### config.mk
export PLATFORM = sky130hd
export DESIGN_NAME = core_top
export DESIGN_NICKNAME = d
export VERILOG_FILES = /design/src/source/core_pkg.sv /design/src/source/isa_pkg.sv /design/src/source/core_top.sv /design/src/source/execute_unit.sv /design/src/source/register_file.sv /design/src/source/decode_unit.sv /design/src/source/fetch_unit.sv
export VERILOG_INCLUDE_DIRS = /design/src /design/src/source
export SDC_FILE = /design/constraint.sdc
export NUM_CORES = 2
export LEC_CHECK = 0
export CORE_ASPECT_RATIO = 0.75
export CORE_MARGIN = 2
export CORE_UTILIZATION = 35
export CTS_CLUSTER_DIAMETER = 30
export CTS_CLUSTER_SIZE = 14
export DETAILED_ROUTE_END_ITERATION = 8
export DONT_BUFFER_PORTS = 1
export GPL_TIMING_DRIVEN = 0
export PLACE_DENSITY_LB_ADDON = 0.25
export REMOVE_ABC_BUFFERS = 1
export SYNTH_ARGS = -nofsm -noshare
export SYNTH_HDL_FRONTEND = slang
export SYNTH_SLANG_ARGS = --single-unit
### constraint.sdc
create_clock -name clk -period 20.6 [get_ports clk]
set_clock_uncertainty 0.1 [all_clocks]
set_input_delay 4.12 -clock clk [delete_from_list [all_inputs] [get_ports clk]]
set_output_delay 4.12 -clock clk [all_outputs]
set_load 0.02 [all_outputs]
### src/source/core_defines.svh
`ifndef CORE_DEFINES_SVH
`define CORE_DEFINES_SVH

// Data path and address width
`define XLEN 64

// Architectural register file
`define REG_COUNT 32
`define REG_ADDR_W 5

// Fixed 32-bit encodings only, no compressed set
`define INSTR_W 32

// First fetch address out of reset
`define RESET_PC 64'h0000_0000_0000_0000

`endif
### src/source/core_pkg.sv
package core_pkg;

  // Field widths of the internal codes
  localparam int ALU_OP_W = 3;
  localparam int BR_W     = 2;

  // ALU operations chosen in decode
  localparam logic [ALU_OP_W-1:0] ALU_ADD = 3'd0;
  localparam logic [ALU_OP_W-1:0] ALU_SUB = 3'd1;
  localparam logic [ALU_OP_W-1:0] ALU_AND = 3'd2;
  localparam logic [ALU_OP_W-1:0] ALU_OR  = 3'd3;
  localparam logic [ALU_OP_W-1:0] ALU_XOR = 3'd4;

  // Control flow kind, resolved in execute
  localparam logic [BR_W-1:0] BR_NONE = 2'd0;  // Falls through
  localparam logic [BR_W-1:0] BR_JAL  = 2'd1;  // Always taken, links pc+4
  localparam logic [BR_W-1:0] BR_BEQ  = 2'd2;  // Taken when rs1 == rs2

endpackage

### src/source/isa_pkg.sv
package isa_pkg;

  // One instruction word, two ways to slice it
  typedef union packed {
    struct packed {
      logic [6:0] funct7;
      logic [4:0] rs2;
      logic [4:0] rs1;
      logic [2:0] funct3;
      logic [4:0] rd;
      logic [6:0] opcode;
    } r;                      // Register-register view
    struct packed {
      logic [11:0] imm12;
      logic [4:0]  rs1;
      logic [2:0]  funct3;
      logic [4:0]  rd;
      logic [6:0]  opcode;
    } i;                      // Immediate view
  } instr_t;

  // Major opcodes
  localparam logic [6:0] OP_REG    = 7'b0110011;  // add, sub, and, or, xor
  localparam logic [6:0] OP_IMM    = 7'b0010011;  // addi
  localparam logic [6:0] OP_JAL    = 7'b1101111;
  localparam logic [6:0] OP_BRANCH = 7'b1100011;  // beq only

  // funct3 values
  localparam logic [2:0] F3_ADD_SUB = 3'b000;
  localparam logic [2:0] F3_XOR     = 3'b100;
  localparam logic [2:0] F3_OR      = 3'b110;
  localparam logic [2:0] F3_AND     = 3'b111;
  localparam logic [2:0] F3_BEQ     = 3'b000;

  // funct7 that turns add into sub
  localparam logic [6:0] F7_SUB = 7'b0100000;

endpackage

### src/source/core_top.sv
`timescale 1ns/1ps
`include "core_defines.svh"

module core_top (
  input  logic                   clk,
  input  logic                   reset,
  output logic                   imem_req,
  output logic [`XLEN-1:0]       imem_addr,
  input  logic                   imem_valid,
  input  logic [`INSTR_W-1:0]    imem_data,
  output logic                   retire_valid,
  output logic [`XLEN-1:0]       retire_pc,
  output logic [`REG_ADDR_W-1:0] retire_rd,
  output logic                   retire_we,
  output logic [`XLEN-1:0]       retire_data
);

  // IF/ID
  logic                          if_valid;
  isa_pkg::instr_t               if_instr;
  logic [`XLEN-1:0]              if_pc;
  logic                          if_take;

  // Register file read side
  logic [`REG_ADDR_W-1:0]        rs1_addr;
  logic [`REG_ADDR_W-1:0]        rs2_addr;
  logic [`XLEN-1:0]              rs1_data;
  logic [`XLEN-1:0]              rs2_data;

  // ID/EX
  logic                          id_valid;
  logic [`XLEN-1:0]              id_pc;
  logic [`XLEN-1:0]              id_rs1_data;
  logic [`XLEN-1:0]              id_rs2_data;
  logic [`XLEN-1:0]              id_imm;
  logic [`REG_ADDR_W-1:0]        id_rd;
  logic                          id_we;
  logic [core_pkg::ALU_OP_W-1:0] id_alu_op;
  logic                          id_use_imm;
  logic [core_pkg::BR_W-1:0]     id_branch;

  // Control flow and writeback
  logic                          redirect;
  logic [`XLEN-1:0]              redirect_pc;
  logic                          wb_we;
  logic [`REG_ADDR_W-1:0]        wb_rd;
  logic [`XLEN-1:0]              wb_data;

  fetch_unit u_fetch (
    .clk(clk), .reset(reset),
    .imem_valid(imem_valid), .imem_data(imem_data),
    .if_take(if_take), .redirect(redirect), .redirect_pc(redirect_pc),
    .imem_req(imem_req), .imem_addr(imem_addr),
    .if_valid(if_valid), .if_instr(if_instr), .if_pc(if_pc)
  );

  decode_unit u_decode (
    .clk(clk), .reset(reset),
    .if_valid(if_valid), .if_instr(if_instr), .if_pc(if_pc),
    .rs1_data(rs1_data), .rs2_data(rs2_data), .redirect(redirect),
    .wb_we(wb_we), .wb_rd(wb_rd),
    .if_take(if_take), .rs1_addr(rs1_addr), .rs2_addr(rs2_addr),
    .id_valid(id_valid), .id_pc(id_pc), .id_rs1_data(id_rs1_data),
    .id_rs2_data(id_rs2_data), .id_imm(id_imm), .id_rd(id_rd), .id_we(id_we),
    .id_alu_op(id_alu_op), .id_use_imm(id_use_imm), .id_branch(id_branch)
  );

  register_file u_regs (
    .clk(clk), .reset(reset),
    .rs1_addr(rs1_addr), .rs2_addr(rs2_addr),
    .wb_we(wb_we), .wb_rd(wb_rd), .wb_data(wb_data),
    .rs1_data(rs1_data), .rs2_data(rs2_data)
  );

  execute_unit u_execute (
    .clk(clk), .reset(reset),
    .id_valid(id_valid), .id_pc(id_pc), .id_rs1_data(id_rs1_data),
    .id_rs2_data(id_rs2_data), .id_imm(id_imm), .id_rd(id_rd), .id_we(id_we),
    .id_alu_op(id_alu_op), .id_use_imm(id_use_imm), .id_branch(id_branch),
    .redirect(redirect), .redirect_pc(redirect_pc),
    .wb_we(wb_we), .wb_rd(wb_rd), .wb_data(wb_data),
    .retire_valid(retire_valid), .retire_pc(retire_pc), .retire_rd(retire_rd),
    .retire_we(retire_we), .retire_data(retire_data)
  );

endmodule

### src/source/execute_unit.sv
`timescale 1ns/1ps
`include "core_defines.svh"

module execute_unit (
  input  logic                          clk,
  input  logic                          reset,
  input  logic                          id_valid,
  input  logic [`XLEN-1:0]              id_pc,
  input  logic [`XLEN-1:0]              id_rs1_data,
  input  logic [`XLEN-1:0]              id_rs2_data,
  input  logic [`XLEN-1:0]              id_imm,
  input  logic [`REG_ADDR_W-1:0]        id_rd,
  input  logic                          id_we,
  input  logic [core_pkg::ALU_OP_W-1:0] id_alu_op,
  input  logic                          id_use_imm,
  input  logic [core_pkg::BR_W-1:0]     id_branch,
  output logic                          redirect,
  output logic [`XLEN-1:0]              redirect_pc,
  output logic                          wb_we,
  output logic [`REG_ADDR_W-1:0]        wb_rd,
  output logic [`XLEN-1:0]              wb_data,
  output logic                          retire_valid,
  output logic [`XLEN-1:0]              retire_pc,
  output logic [`REG_ADDR_W-1:0]        retire_rd,
  output logic                          retire_we,
  output logic [`XLEN-1:0]              retire_data
);

  logic [`XLEN-1:0] op_b;
  logic [`XLEN-1:0] alu_result;
  logic [`XLEN-1:0] result;
  logic             taken;
  logic             we_q;       // Write enable held in the writeback register
  logic [`XLEN-1:0] data_q;
  logic [`REG_ADDR_W-1:0] rd_q;

  assign op_b = id_use_imm ? id_imm : id_rs2_data;

  always_comb begin
    case (id_alu_op)
      core_pkg::ALU_SUB: alu_result = id_rs1_data - op_b;
      core_pkg::ALU_AND: alu_result = id_rs1_data & op_b;
      core_pkg::ALU_OR:  alu_result = id_rs1_data | op_b;
      core_pkg::ALU_XOR: alu_result = id_rs1_data ^ op_b;
      default:           alu_result = id_rs1_data + op_b;  // ALU_ADD
    endcase
  end

  // jal always redirects, beq on equal operands
  always_comb begin
    case (id_branch)
      core_pkg::BR_JAL: taken = 1'b1;
      core_pkg::BR_BEQ: taken = (id_rs1_data == id_rs2_data);
      default:          taken = 1'b0;
    endcase
  end

  assign redirect    = id_valid && taken;      // One cycle, ID/EX empties behind it
  assign redirect_pc = id_pc + id_imm;

  // Link address for jal
  assign result = (id_branch == core_pkg::BR_JAL) ? id_pc + `XLEN'd4 : alu_result;

  always_ff @(posedge clk) begin
    if (reset) begin
      retire_valid <= 1'b0;
      we_q         <= 1'b0;
    end else begin
      retire_valid <= id_valid;
      we_q         <= id_valid && id_we;       // beq and rd zero never write
    end
  end

  // Writeback payload
  always_ff @(posedge clk) begin
    if (id_valid) begin
      retire_pc <= id_pc;
      rd_q      <= id_rd;
      data_q    <= result;
    end
  end

  // Same register feeds the file and the retire port
  assign wb_we       = we_q;
  assign wb_rd       = rd_q;
  assign wb_data     = data_q;
  assign retire_we   = we_q;
  assign retire_rd   = rd_q;
  assign retire_data = data_q;

endmodule

### src/source/register_file.sv
`timescale 1ns/1ps
`include "core_defines.svh"

module register_file (
  input  logic                   clk,
  input  logic                   reset,
  input  logic [`REG_ADDR_W-1:0] rs1_addr,
  input  logic [`REG_ADDR_W-1:0] rs2_addr,
  input  logic                   wb_we,
  input  logic [`REG_ADDR_W-1:0] wb_rd,
  input  logic [`XLEN-1:0]       wb_data,
  output logic [`XLEN-1:0]       rs1_data,
  output logic [`XLEN-1:0]       rs2_data
);

  logic [`XLEN-1:0] regs [`REG_COUNT];

  always_ff @(posedge clk) begin
    if (reset) begin
      for (int i = 0; i < `REG_COUNT; i++) begin
        regs[i] <= '0;
      end
    end else if (wb_we && wb_rd != '0) begin
      regs[wb_rd] <= wb_data;
    end
  end

  // Asynchronous reads, x0 hard-wired
  assign rs1_data = (rs1_addr == '0) ? '0 : regs[rs1_addr];
  assign rs2_data = (rs2_addr == '0) ? '0 : regs[rs2_addr];

endmodule

### src/source/decode_unit.sv
`timescale 1ns/1ps
`include "core_defines.svh"

module decode_unit (
  input  logic                          clk,
  input  logic                          reset,
  input  logic                          if_valid,
  input  isa_pkg::instr_t               if_instr,
  input  logic [`XLEN-1:0]              if_pc,
  input  logic [`XLEN-1:0]              rs1_data,
  input  logic [`XLEN-1:0]              rs2_data,
  input  logic                          redirect,
  input  logic                          wb_we,
  input  logic [`REG_ADDR_W-1:0]        wb_rd,
  output logic                          if_take,
  output logic [`REG_ADDR_W-1:0]        rs1_addr,
  output logic [`REG_ADDR_W-1:0]        rs2_addr,
  output logic                          id_valid,
  output logic [`XLEN-1:0]              id_pc,
  output logic [`XLEN-1:0]              id_rs1_data,
  output logic [`XLEN-1:0]              id_rs2_data,
  output logic [`XLEN-1:0]              id_imm,
  output logic [`REG_ADDR_W-1:0]        id_rd,
  output logic                          id_we,
  output logic [core_pkg::ALU_OP_W-1:0] id_alu_op,
  output logic                          id_use_imm,
  output logic [core_pkg::BR_W-1:0]     id_branch
);

  logic [`REG_COUNT-1:0]         busy;  // Pending write per register
  logic [`REG_ADDR_W-1:0]        rd;
  logic                          use_rs1;
  logic                          use_rs2;
  logic                          dec_we;
  logic                          use_imm;
  logic [`XLEN-1:0]              imm;
  logic [core_pkg::ALU_OP_W-1:0] alu_op;
  logic [core_pkg::BR_W-1:0]     branch;
  logic                          stall;
  logic                          issue;

  // Register fields sit in the same place in every kept format
  assign rs1_addr = if_instr.r.rs1;
  assign rs2_addr = if_instr.r.rs2;
  assign rd       = if_instr.r.rd;

  always_comb begin
    use_rs1 = 1'b0;
    use_rs2 = 1'b0;
    dec_we  = 1'b0;
    use_imm = 1'b0;
    imm     = '0;
    alu_op  = core_pkg::ALU_ADD;
    branch  = core_pkg::BR_NONE;
    case (if_instr.r.opcode)
      isa_pkg::OP_REG: begin
        use_rs1 = 1'b1;
        use_rs2 = 1'b1;
        dec_we  = 1'b1;
        case (if_instr.r.funct3)
          isa_pkg::F3_ADD_SUB: alu_op = (if_instr.r.funct7 == isa_pkg::F7_SUB) ?
                                        core_pkg::ALU_SUB : core_pkg::ALU_ADD;
          isa_pkg::F3_XOR:     alu_op = core_pkg::ALU_XOR;
          isa_pkg::F3_OR:      alu_op = core_pkg::ALU_OR;
          isa_pkg::F3_AND:     alu_op = core_pkg::ALU_AND;
          default:             dec_we = 1'b0;  // Not in the subset
        endcase
      end
      isa_pkg::OP_IMM: begin                   // addi only, I view
        use_rs1 = 1'b1;
        use_imm = 1'b1;
        dec_we  = (if_instr.i.funct3 == isa_pkg::F3_ADD_SUB);
        imm     = {{(`XLEN-12){if_instr.i.imm12[11]}}, if_instr.i.imm12};
      end
      isa_pkg::OP_JAL: begin
        dec_we = 1'b1;                         // Link register
        branch = core_pkg::BR_JAL;
        imm    = {{(`XLEN-21){if_instr[31]}}, if_instr[31], if_instr[19:12],
                  if_instr[20], if_instr[30:21], 1'b0};
      end
      isa_pkg::OP_BRANCH: begin
        use_rs1 = 1'b1;
        use_rs2 = 1'b1;
        branch  = (if_instr.r.funct3 == isa_pkg::F3_BEQ) ? core_pkg::BR_BEQ : core_pkg::BR_NONE;
        imm     = {{(`XLEN-13){if_instr[31]}}, if_instr[31], if_instr[7],
                   if_instr[30:25], if_instr[11:8], 1'b0};
      end
      default: ;                               // Anything else runs as a nop
    endcase
    if (rd == '0) dec_we = 1'b0;               // x0 writes dropped here
  end

  // Wait for older writers of our sources
  assign stall   = (use_rs1 && busy[rs1_addr]) || (use_rs2 && busy[rs2_addr]);
  assign issue   = if_valid && !stall && !redirect;
  assign if_take = issue;

  always_ff @(posedge clk) begin
    if (reset) begin
      busy     <= '0;
      id_valid <= 1'b0;
    end else begin
      id_valid <= issue;                       // Also drops the slot on redirect
      if (wb_we) busy[wb_rd] <= 1'b0;          // Value is in the file after this edge
      if (issue && dec_we) busy[rd] <= 1'b1;   // Newer writer wins over the clear
    end
  end

  // ID/EX payload
  always_ff @(posedge clk) begin
    if (issue) begin
      id_pc       <= if_pc;
      id_rs1_data <= rs1_data;
      id_rs2_data <= rs2_data;
      id_imm      <= imm;
      id_rd       <= rd;
      id_we       <= dec_we;
      id_alu_op   <= alu_op;
      id_use_imm  <= use_imm;
      id_branch   <= branch;
    end
  end

endmodule

### src/source/fetch_unit.sv
`timescale 1ns/1ps
`include "core_defines.svh"

module fetch_unit (
  input  logic                clk,
  input  logic                reset,
  input  logic                imem_valid,
  input  logic [`INSTR_W-1:0] imem_data,
  input  logic                if_take,
  input  logic                redirect,
  input  logic [`XLEN-1:0]    redirect_pc,
  output logic                imem_req,
  output logic [`XLEN-1:0]    imem_addr,
  output logic                if_valid,
  output isa_pkg::instr_t     if_instr,
  output logic [`XLEN-1:0]    if_pc
);

  logic [`XLEN-1:0] pc;        // Next address to request
  logic [`XLEN-1:0] pc_next;
  logic             stale;     // Outstanding request belongs to a flushed path
  logic             done;      // Request completes on this edge
  logic             accept;    // Response goes into IF/ID
  logic             if_valid_next;
  logic             issue;

  assign done   = imem_req && imem_valid;
  assign accept = done && !stale && !redirect;  // Wrong-path words are dropped

  // IF/ID occupancy after this edge
  always_comb begin
    if_valid_next = if_valid;
    if (redirect) begin
      if_valid_next = 1'b0;                     // Flush
    end else if (accept) begin
      if_valid_next = 1'b1;
    end else if (if_take) begin
      if_valid_next = 1'b0;
    end
  end

  always_comb begin
    pc_next = pc;
    if (redirect) begin
      pc_next = redirect_pc;
    end else if (accept) begin
      pc_next = imem_addr + `XLEN'd4;           // Sequential fetch
    end
  end

  // Start a request only with the port idle and room in IF/ID
  assign issue = (!imem_req || done) && !if_valid_next;

  always_ff @(posedge clk) begin
    if (reset) begin
      pc        <= `RESET_PC;
      imem_addr <= `RESET_PC;
      imem_req  <= 1'b0;
      stale     <= 1'b0;
      if_valid  <= 1'b0;
    end else begin
      pc       <= pc_next;
      if_valid <= if_valid_next;
      if (issue) begin
        imem_req  <= 1'b1;
        imem_addr <= pc_next;                   // Held until the strobe
      end else if (done) begin
        imem_req  <= 1'b0;
      end
      // Request still in flight keeps or gains the stale mark
      if (imem_req && !imem_valid) begin
        stale <= stale || redirect;
      end else begin
        stale <= 1'b0;
      end
    end
  end

  // IF/ID payload
  always_ff @(posedge clk) begin
    if (accept) begin
      if_instr <= imem_data;
      if_pc    <= imem_addr;
    end
  end

endmodule

==> results_dict.tcl <==
set metrics [dict create \
    status "finished, violations left" \
    failed_checks "capacitance limit, slew limit" \
    die_area_sq_um 425000 \
    synth_area_leaders "edfxtp_1 51%, mux4_2 12%, and2_1 8.6%" \
    synth_enable_flop_cells 2502 \
    pwr_density_cell_nw_per_um2 87.5 \
    final.period_utilization 0.467 \
    p_int_mw 11.9 \
    layout-drive-gt1-share 0.199 \
    synth_top_area_cell "edfxtp_1" \
    path_class "flip-flop to flip-flop" \
    gp_congestion 0.933 \
    share_comb_of_total_power 0.083 \
    grt_pass1_vias 105000 \
    crit_end "u_execute.retire_data[58]$_DFFE_PP_" \
    htree_levels 5 \
    routed_via_density 6.10 \
    cp.required_ps 21150 \
    worst_pin_slew_ps 1780 \
    crit_arrival_ps 10170 \
    yosysMostFrequentCell "edfxtp_1" \
    clock_sinks 2668 \
    ir_drop_v 0.0000824 \
    start_kind "flip-flop" \
    critPathMaxFanout 18 \
    rows 205 \
    p_leak_nw 66.1 \
    ys_ff_latch 2668 \
    seq_area_frac_synth 0.534 \
    drtAntennaViolNets 0 \
    synth_top_area_share 0.512 \
    wire_per_inst_um 34.1 \
    nNetsFinal 12000 \
    postSynthCellCount 11600 \
    max-slew-margin-rel -0.183 \
    die_w_um 752 \
    pwr-share-clk 0.517 \
    fmax_mhz 104 \
    cts_setup_buffers 0 \
    hold_buffers 0 \
    cts-root-buf "clkbuf_16" \
    syn-cell-area_sq_um 147000 \
    final_hold_viol_count 0 \
    synth.avg_cell_area_sq_um 12.7 \
    synth_ff_type "edfxtp_1" \
    cts_resized 0 \
    antenna_found_initial 76 \
    placed_cell_area_sq_um 163000 \
    synth_warnings 0 \
    utilization 0.432 \
    r2r_end "u_execute.retire_data[58]$_DFFE_PP_" \
    gr-usage-all-layers 0.277 \
    clk_latency_ps 1010 \
    drv_slew 122 \
    cts_buffers 477 \
    wl_um 604000 \
    ios 235 \
    hold_ws_ps 310 \
    drc 0 \
    drv_cap 1 \
    syn_to_final_growth_pct 22.7 \
    grt_pass1_wl_um 831000 \
    hold_class "flip-flop to flip-flop" \
    finalSetupViolations 0 \
    drt_iter0_markers 15800 \
    power_mw 15.8 \
    rr_startpoint "u_decode.id_use_imm$_DFFE_PP_" \
    firstDrtPassIters 6 \
    min_period_ps 9620 \
    hpwlAfterDp_um 430000 \
    clk_pin_slew_worst_paths_ps 60 \
    swShare 0.247 \
    reg2reg_depth 22 \
    dr_total_vias 108000 \
    p_switching_mw 3.89 \
    clock_path_buffers 4 \
    rsz0062_at_grt "false" \
    rrSetupSlack_ps 10980 \
    portBuffers 0 \
    synth.distinct_cells 86 \
    overflow 0 \
    grt_max_degree 261 \
    synthTopCellsByCount "2502 x edfxtp_1, 2010 x and2_1, 853 x clkbuf_1" \
    async_reset_ff_frac 0 \
    cp-startpoint "u_decode.id_use_imm$_DFFE_PP_" \
    core_sq_um 417000 \
    cts_tree "yes" \
    fin_area_sq_um 180000 \
    start_util 0.352 \
    die_h_um 565 \
    end_kind "flip-flop" \
    power_frac_seq 0.400 \
]
==> stage by stage <==
step,setup TNS [ps],instances,worst slack [ps]
final,0,17700,10980
after CTS,0,17700,11430
after global routing,0,17700,10910
after global placement,-,16200,-113130
after floorplan,-9200880,10600,-23500
after detailed placement,0,16800,11510
==> flip-flops by register name, indices dropped and copies added, names as in the netlist, 2 cells and up <==
| register | flops |
|---|---|
| u_fetch.if_instr | 32 |
| u_decode.busy | 32 |
| u_fetch.pc | 64 |
| u_decode.id_rs2_data | 64 |
| u_decode.id_branch | 2 |
| u_execute.retire_rd | 5 |
| u_decode.id_rd | 5 |
| u_decode.id_rs1_data | 64 |
| u_fetch.imem_addr | 64 |
| u_decode.id_pc | 64 |
| u_decode.id_alu_op | 3 |
| u_execute.retire_pc | 64 |
| u_fetch.if_pc | 64 |
| u_decode.id_imm | 21 |
| u_regs.regs | 2048 |
| u_execute.retire_data | 64 |
==> how the worst min path moves through the flow <==
stage	from	end	slack (ps)	cells after the start
after floorplan	u_fetch.if_pc[0]$_DFFE_PP_	u_decode.id_pc[0]$_DFFE_PP_	300	0
after CTS	u_fetch.if_pc[1]$_DFFE_PP_	u_decode.id_pc[1]$_DFFE_PP_	310	0
after global placement	u_fetch.if_pc[29]$_DFFE_PP_	u_decode.id_pc[29]$_DFFE_PP_	300	0
after detailed placement	u_fetch.if_pc[17]$_DFFE_PP_	u_decode.id_pc[17]$_DFFE_PP_	300	0
final	u_fetch.if_pc[1]$_DFFE_PP_	u_decode.id_pc[1]$_DFFE_PP_	310	0
after global routing	u_fetch.if_pc[41]$_DFFE_PP_	u_decode.id_pc[41]$_DFFE_PP_	320	0
==> cell type report <==
cell class	count	area (sq um)
fillers	37200	237000
flip-flops and latches	2668	78500
multi-input cells	7746	64400
repair buffers	550	12800
clock buffers	538	12300
well taps	5589	6990
clock inverters	353	4200
inverters	225	852
diodes	51	128
==> layout by cell type, fill, tap and decap left out, drive strengths merged, types with 15 or more instances in the layout <==
master       n
nor4        26
nand3b      20
nor2b       56
clkbuf     538
edfxtp    2502
xor2       118
a21oi      785
clkinv     191
o211ai      31
inv        266
or2         39
o31ai       22
nand3       96
mux2i      582
clkinvlp    50
a31oi       28
a21o        68
o21bai      25
o22ai      200
dfxtp      166
mux4       796
nand2      305
conb        64
nor2       640
bufinv      71
nand4       75
mux2       147
and3        38
xnor2      229
nand2b      23
a221oi      15
ha         259
o221ai     180
diode       51
o21ai      374
buf        550
a211oi     183
nor3       166
and2      2010
==> power groups by stage <==
| stage | clock network, mW | registers (mW) | logic, mW |
|---|---|---|---|
| final | 8.14 | 6.30 | 1.31 |
| after global routing | 8.46 | 6.31 | 1.36 |
| after CTS | 8.20 | 6.30 | 1.29 |
| after detailed placement | 0 | 6.40 | 1.28 |
| after global placement | 0 | 6.58 | 1.45 |
| after floorplan | 0 | 6.41 | 0.892 |
==> worst max-delay path, stage by stage, from the launching register on <==
cell,delay (ps)
edfxtp_1,1000
buf_16,260
mux2i_1,380
ha_1,310
o2111ai_1,310
nor4_1,840
nand3_1,340
or4_1,650
nor2_1,330
nor2_1,100
xnor2_1,170
ha_1,430
nand2_1,200
nor2_1,260
and2_1,380
and3_1,210
nand4_1,200
a31oi_1,600
o21ai_0,450
o31ai_1,640
xor2_1,200
nand2_1,70
a22oi_1,840
==> cells by family (layout without fill, tap and decap cells) <==
logic type	Yosys count	after routing	synth area share
XOR/XNOR	347	347	0.0207
AND/OR/NAND/NOR	3544	3544	0.134
multiplexers	1525	1525	0.173
flip-flops	2668	2668	0.534
adder cells (fa/ha/maj)	261	261	0.0223
other	1	115	0.0000255
buffers and inverters	1244	1666	0.0323
AO/OA/AOI/OAI	2005	2005	0.0834
==> layer usage <==
layer  part of all wire  vias up  wire (um)  track usage
met1               0.41    55800     248000        0.388
met4              0.039       22      23700        0.101
met5            0.00023        -        141            0
met2               0.44     7041     264000        0.414
met3               0.11     1340      68500       0.0727
li1                   -    44000          -            -
No activity file was read; power rests on OpenSTA's default activity.
